<file path="src/logic/beam_pkg.sv">
package beam_pkg;

    // stream geometry with four antenna channels and eight lanes in every beat
    localparam int CHANNELS = 4;
    localparam int LANES = 8;

    // samples are plain signed integers
    localparam int SAMPLE_WIDTH = 16;
    // weights are signed Q1.7, so 8'sd127 is just under one and 8'sh80 is minus one
    localparam int WEIGHT_WIDTH = 8;
    localparam int WEIGHT_FRAC = 7;

    // one extra bit holds the sum or difference of two full products
    localparam int PRODUCT_WIDTH = SAMPLE_WIDTH + WEIGHT_WIDTH + 1;
    // dropping the fraction bits leaves the weighted value of one channel
    localparam int WEIGHTED_WIDTH = PRODUCT_WIDTH - WEIGHT_FRAC;
    // two guard bits are enough to add four channels without overflow
    localparam int SUM_WIDTH = WEIGHTED_WIDTH + 2;

    // output lanes clamp to the range of a sample
    localparam int SAMPLE_MAX = 2 ** (SAMPLE_WIDTH - 1) - 1;
    localparam int SAMPLE_MIN = -(2 ** (SAMPLE_WIDTH - 1));

    typedef logic signed [SAMPLE_WIDTH-1:0] sample_t;
    typedef logic signed [WEIGHT_WIDTH-1:0] weight_t;

    typedef struct packed {
        weight_t re;
        weight_t im;
    } cplx_weight_t;

    // index 0 to 3 holds channels 00, 01, 20 and 21 in that order
    typedef cplx_weight_t [CHANNELS-1:0] weight_set_t;

    typedef sample_t [LANES-1:0] lane_vec_t;

    // one channel's complex beat
    typedef struct packed {
        lane_vec_t re;
        lane_vec_t im;
    } cplx_beat_t;

    // the input payload carries all channels under one handshake
    typedef cplx_beat_t [CHANNELS-1:0] array_beat_t;

    typedef logic signed [WEIGHTED_WIDTH-1:0] weighted_t;
    typedef weighted_t [LANES-1:0] weighted_vec_t;

    typedef struct packed {
        weighted_vec_t re;
        weighted_vec_t im;
    } cplx_weighted_t;

    // payload between the weighter and the summer
    typedef cplx_weighted_t [CHANNELS-1:0] weighted_beat_t;

endpackage

</file>
<file path="src/logic/axis_if.sv">
`timescale 1ns/1ps

// valid/ready stream with a single beat payload and a frame marker
interface axis_if #(
    parameter type payload_t = logic
);

    // a beat moves on a rising edge where tvalid and tready are both high
    logic     tvalid;
    logic     tready;
    payload_t tdata;
    // marks the final beat of a frame
    logic     tlast;

    // the source keeps tvalid, tdata and tlast steady until the beat is taken
    modport source (output tvalid, output tdata, output tlast, input tready);

    // the sink never looks at tvalid when it forms tready
    modport sink (input tvalid, input tdata, input tlast, output tready);

    // passive view for blocks that only watch the traffic
    modport monitor (input tvalid, input tready, input tdata, input tlast);

endinterface

</file>
<file path="src/logic/weight_bank.sv">
`timescale 1ns/1ps

module weight_bank (
    input  logic                  clock,
    input  logic                  resetn,
    input  logic                  weight_load,
    input  beam_pkg::weight_t     w00_re,
    input  beam_pkg::weight_t     w00_im,
    input  beam_pkg::weight_t     w01_re,
    input  beam_pkg::weight_t     w01_im,
    input  beam_pkg::weight_t     w20_re,
    input  beam_pkg::weight_t     w20_im,
    input  beam_pkg::weight_t     w21_re,
    input  beam_pkg::weight_t     w21_im,
    axis_if.monitor               in_mon,
    output beam_pkg::weight_set_t active_weights
);

    import beam_pkg::*;

    // weights collected from the ports in channel index order
    weight_set_t port_weights;
    // loaded but not yet in use
    weight_set_t shadow_weights;
    logic frame_end;

    // channel names 00, 01, 20 and 21 map onto indices 0 to 3
    always_comb begin
        port_weights[0].re = w00_re;
        port_weights[0].im = w00_im;
        port_weights[1].re = w01_re;
        port_weights[1].im = w01_im;
        port_weights[2].re = w20_re;
        port_weights[2].im = w20_im;
        port_weights[3].re = w21_re;
        port_weights[3].im = w21_im;
    end

    // the last beat of a frame is being accepted on this edge
    assign frame_end = in_mon.tvalid && in_mon.tready && in_mon.tlast;

    // the active set only changes between frames so a frame never mixes two weight sets
    // a load on the commit edge lands in the shadow set and waits for the next frame end
    always_ff @(posedge clock) begin
        if (!resetn) begin
            shadow_weights <= '0;
            active_weights <= '0;
        end else begin
            if (weight_load) begin
                shadow_weights <= port_weights;
            end
            if (frame_end) begin
                active_weights <= shadow_weights;
            end
        end
    end

endmodule
</file>
<file path="src/flat_wrapper.sv">
// flat-port wrapper written by rule: the top's interface ports become plain ports
module weight_bank_flat import beam_pkg::*;
  (clock, resetn, weight_load, w00_re, w00_im, w01_re, w01_im, w20_re, w20_im, w21_re, w21_im, active_weights, in_mon_tvalid, in_mon_tready, in_mon_tdata, in_mon_tlast);
  axis_if in_mon_i ();
  input  logic clock;
  input  logic resetn;
  input  logic weight_load;
  input  beam_pkg::weight_t w00_re;
  input  beam_pkg::weight_t w00_im;
  input  beam_pkg::weight_t w01_re;
  input  beam_pkg::weight_t w01_im;
  input  beam_pkg::weight_t w20_re;
  input  beam_pkg::weight_t w20_im;
  input  beam_pkg::weight_t w21_re;
  input  beam_pkg::weight_t w21_im;
  output beam_pkg::weight_set_t active_weights;
  input wire logic [$bits(in_mon_i.tvalid)-1:0] in_mon_tvalid;
  input wire logic [$bits(in_mon_i.tready)-1:0] in_mon_tready;
  input wire logic [$bits(in_mon_i.tdata)-1:0] in_mon_tdata;
  input wire logic [$bits(in_mon_i.tlast)-1:0] in_mon_tlast;
  assign in_mon_i.tvalid = in_mon_tvalid;
  assign in_mon_i.tready = in_mon_tready;
  assign in_mon_i.tdata = in_mon_tdata;
  assign in_mon_i.tlast = in_mon_tlast;
  weight_bank u_core (.clock(clock), .resetn(resetn), .weight_load(weight_load), .w00_re(w00_re), .w00_im(w00_im), .w01_re(w01_re), .w01_im(w01_im), .w20_re(w20_re), .w20_im(w20_im), .w21_re(w21_re), .w21_im(w21_im), .in_mon(in_mon_i), .active_weights(active_weights));
endmodule
</file>
<file path="config.mk">
export PLATFORM = sky130hd
export DESIGN_NAME = weight_bank_flat
export DESIGN_NICKNAME = d
export VERILOG_FILES = /design/src/logic/beam_pkg.sv /design/src/logic/axis_if.sv /design/src/logic/weight_bank.sv /design/src/flat_wrapper.sv
export SDC_FILE = /design/constraint.sdc
export NUM_CORES = 1
export LEC_CHECK = 0
export BUFFER_PORTS_ARGS = -buffer_cell sky130_fd_sc_hd__buf_2
export CAP_MARGIN = 15
export CORE_MARGIN = 8
export CORE_UTILIZATION = 40
export CTS_BUF_LIST = sky130_fd_sc_hd__clkbuf_4 sky130_fd_sc_hd__clkbuf_8 sky130_fd_sc_hd__clkbuf_16
export DETAILED_ROUTE_END_ITERATION = 10
export GPL_TIMING_DRIVEN = 0
export PLACE_DENSITY = 0.73
export SYNTH_ARGS = -nofsm -noshare
export SYNTH_HDL_FRONTEND = slang
export SYNTH_SLANG_ARGS = --single-unit
</file>
<file path="constraint.sdc">
create_clock -name clock -period 1.4 [get_ports clock]
set_input_delay 0.28 -clock clock [delete_from_list [all_inputs] [get_ports clock]]
set_output_delay 0.28 -clock clock [all_outputs]
set_load 0.005 [all_outputs]
</file>
**After elaboration in Yosys (flattened, before gate mapping)**

Index checks and enable logic that the tools add are counted.

- Register bits: 128
- Bits in latches: 0
- Memory bits (writable): 0
- Memory bits (read-only): 0
- Bits of input ports: 71
- Output and inout bits: 64
- Word-level logic and storage cells: 18
- Memories: 0

- Add/subtract/negate cells: 0
- Multiply operators: 0
- Divide/modulo/power cells: 0
- Magnitude comparators: 0
- Eq/ne operators: 0
- Shift operators: 0
- Muxes and demuxes: 0
- Bitwise operators: 0
- Reduce and logical (&&, ||, !) cells: 2

Operators by type and width:

| cell | count |
|---|---|
| $logic_and A1 B1 Y1 | 2 |

**Depth between registers and ports, before layout**

- Word-level depth: 2
- Depth in mapped cells: 4
- Gate-level depth less buffers: 2

**Worst setup path after synthesis**

Ideal clock, no wire load.

- Path type: input-to-reg
- Start point: in in_mon_tvalid
- End point: reg, netlist name u_core.active_weights[0]
- Library setup time: 0.072 ns
- Arrival time: 0.905 ns
- Setup slack: 0.423 ns
- Cell stages on the path: 4
- Cell sequence: and3_4 buf_12 buf_8 mux2i_1

- Longest elaborated chain between the ends: 2

RTL lines:

| item | line | RTL |
|---|---|---|
| start: declaration | flat_wrapper.sv:17 | `input wire logic [$bits(in_mon_i.tvalid)-1:0] in_mon_tvalid;` |
| $logic_and A1 B1 Y1 (2 in a row) | weight_bank.sv:40 | `assign frame_end = in_mon.tvalid && in_mon.tready && in_mon.tlast;` |

Every way passes these cells.
A chain may end at the register's enable or synchronous reset.

**Worst setup path after layout**

- Start point: reg, netlist name u_core.active_weights[37]
- End point: out active_weights[37] (netlist bit)

RTL lines:

| item | line | RTL |
|---|---|---|
| end: declaration | flat_wrapper.sv:16 | `output beam_pkg::weight_set_t active_weights;` |

No word-level cell between the ends.

==> metrics.txt <==
status finished, final reports clean; Starting Density between 40% and 50%; Worst Setup SP u_core.active_weights[37]; crit-path max FO 2; Core Region roughly 12000 um2; max_cap viols 0; sequential cell area fraction in the yosys report roughly 51%; 1st-iter DRT viols 170; initial antenna violation count 0; unrepaired setup endpoints after global routing false; peak supply drop 606 uV; Setup TNS 0 ns; clock power share approximately half; Mapped Nets 555; vias per inst between 4 and 5; first-pass detailed-route iteration total 4; TritonCTS buffer count 17; Routed Antenna Nets 0; filler cell count ~1100; crit path DAT between 0.8 and 0.9 ns; Achievable Freq 853 MHz; RR Endpoint u_core.active_weights[13]; Ys Warns 0; max incr delay on CP approximately 0.35 ns; CP startpoint kind flip-flop; setup ws final approximately 0.23 ns; DIE HEIGHT 128 um; hold buffers post-CTS 0; cell-internal power between 7000 and 8000 uW; Avg Inst Size Synth approximately 10 um2; Largest delay share family, worst path flip-flops; FP Rows 41; PD cells 1370 nW/um2; Tmin final ~1.2 ns; post-CTS setup buffers 0; Die Width between 100 and 150 um; DP Wirelength roughly 8900 um; CTS max path bufs 2; reg2reg setup slack about 0.76 ns; fin crit share between 80% and 90%; Final #Nets just over 700; Synth cell types 11; RePlAce Congestion approximately 0.74; Sink Count ~130; FF-to-FF path depth 2; CTS clk-pin slew, worst paths 0.05 ns; CP endpoint kind primary output; P&R area growth vs syn 29.4%; crit path kind flip-flop to primary output; H-tree depth 4; max-slew violations 0; antenna cell count 0; mapped cell area between 5000 and 6000 um2; P_leak 0.00291 uW; number of cells on the critical path 1; Post-Route WL between 10000 and 15000 um; Critical Path Slowest Stage Cell dfxtp_1; DR vias 3718; Worst Setup EP active_weights[37]; final hold violations 0; r2r startpoint u_core.shadow_weights[13]; Residual DRC 0; CTS tree built; main area contributors after synthesis dfxtp_1 (51%), mux2i_1 (26%), nand2_1 (9.6%); io pins 135; critical-path cell list buf_2; WP data required ~1.1 ns; worst hold path class input pin to flip-flop; final clock skew ~0.005 ns; worst slew pin tran 0.346 ns; vias in the first global route around 4000; share of the synthesized area in the top cell type between 50% and 60%; Port Buf Inserts between 100 and 150; first-pass GRT wire length 19400 um; wire per inst ~15 um; pin count of the biggest net entering global routing 17; CP Buf/Inv Count 1; layout cell share with drive strength beyond 1 29.7%; GRT Residual Overflow 0; Post-Syn Instances 484; die area about 16000 um2; Setup-failing EPs final 0; commonest cells after routing, fill and taps aside buf_2 (146), mux2i_1 (128), nand2_1 (128), dfxtp_1 (128), nor2b_1 (64); Net Sw Frac 20.9%; cell taking the most area after synthesis dfxtp_1; Clock Latency Late Sink around 0.4 ns; Comb pwr share ~7.3%; overall routing resource usage ~15%; synthesized flop and latch total about 130; Net Sw Power 1870 uW; pre-CTS setup slack between 0.2 and 0.25 ns; CTS resizes 0; Flop pwr share between 40% and 50%; commonest non-fill, non-tap cell in the layout buf_2; CTS root buffer clkbuf_16; relative slew slack around three quarters
-- layer usage --
metal | GRT usage [%] | routed length, um
met1 | 16.6 | 5140
met4 | 6.08 | 224
met3 | 5.87 | 762
met5 | 0 | 0
met2 | 25.4 | 5860
-- synth_stat cells --
| cell | n |
|---|---|
| dfxtp_1 | 128 |
| mux2i_1 | 128 |
| nand2_1 | 128 |
| nor2b_1 | 64 |
| buf_2 | 15 |
| buf_6 | 6 |
| clkbuf_1 | 6 |
| buf_8 | 5 |
| buf_12 | 2 |
| and3_4 | 1 |
| buf_4 | 1 |
-- layout make-up --
cell class | instances | area, um2 | share of cell area [%]
buffer | 35 | 288 | 4.43
clock buffer | 26 | 531 | 8.16
multi-input combinational | 321 | 2170 | 33.4
timing repair buffer | 131 | 656 | 10.1
sequential | 128 | 2560 | 39.4
tap | 172 | 215 | 3.31
clock inverter | 5 | 75.1 | 1.15
-- through the flow --
step,total power (uW),instances,hold WS [ns],util [%],instance area [um2]
after floorplan,4350,484,0.437,-,5020
after detailed placement,4590,787,0.445,47.3,5890
after CTS,9040,818,0.102,52.1,6500
final,8930,818,0.124,52.1,6500
after global routing,9300,818,0.119,52.1,6500
after global placement,4560,787,0.439,47.3,5890
-- sequential cells by signal (all words and copies together), names as in the netlist --
| register | flops |
|---|---|
| u_core.active_weights | 64 |
| u_core.shadow_weights | 64 |
-- worst min path at each step --
stage                     slack, ns                 startpoint  cells after the start                   endpoint
after floorplan                0.44   u_core.shadow_weights[0]                      2   u_core.active_weights[0]
after global placement         0.44  u_core.active_weights[42]                      2  u_core.active_weights[42]
after detailed placement       0.45  u_core.active_weights[49]                      2  u_core.active_weights[49]
after CTS                      0.10                  w21_im[0]                      3  u_core.shadow_weights[48]
after global routing           0.12                  w21_im[0]                      3  u_core.shadow_weights[48]
final                          0.12                  w21_im[0]                      3  u_core.shadow_weights[48]
-- logic make-up after synthesis --
| kind of cell | synth area share (%) |
|---|---|
| DFF | 51.0 |
| buffers and inverters | 5.73 |
| muxes | 25.5 |
| and+or+nand+nor | 17.8 |
-- power groups by stage --
| stage | clock network (uW) | logic [uW] | registers, uW |
|---|---|---|---|
| 6_report | 4420 | 648 | 3860 |
| 5_1_grt | 4710 | 717 | 3870 |
| 4_1_cts | 4520 | 660 | 3860 |
| 3_5_place_dp | 0 | 657 | 3930 |
| 3_3_place_gp | 0 | 636 | 3930 |
| 2_1_floorplan | 0 | 432 | 3920 |
No activity file was read; power rests on OpenSTA's default activity.
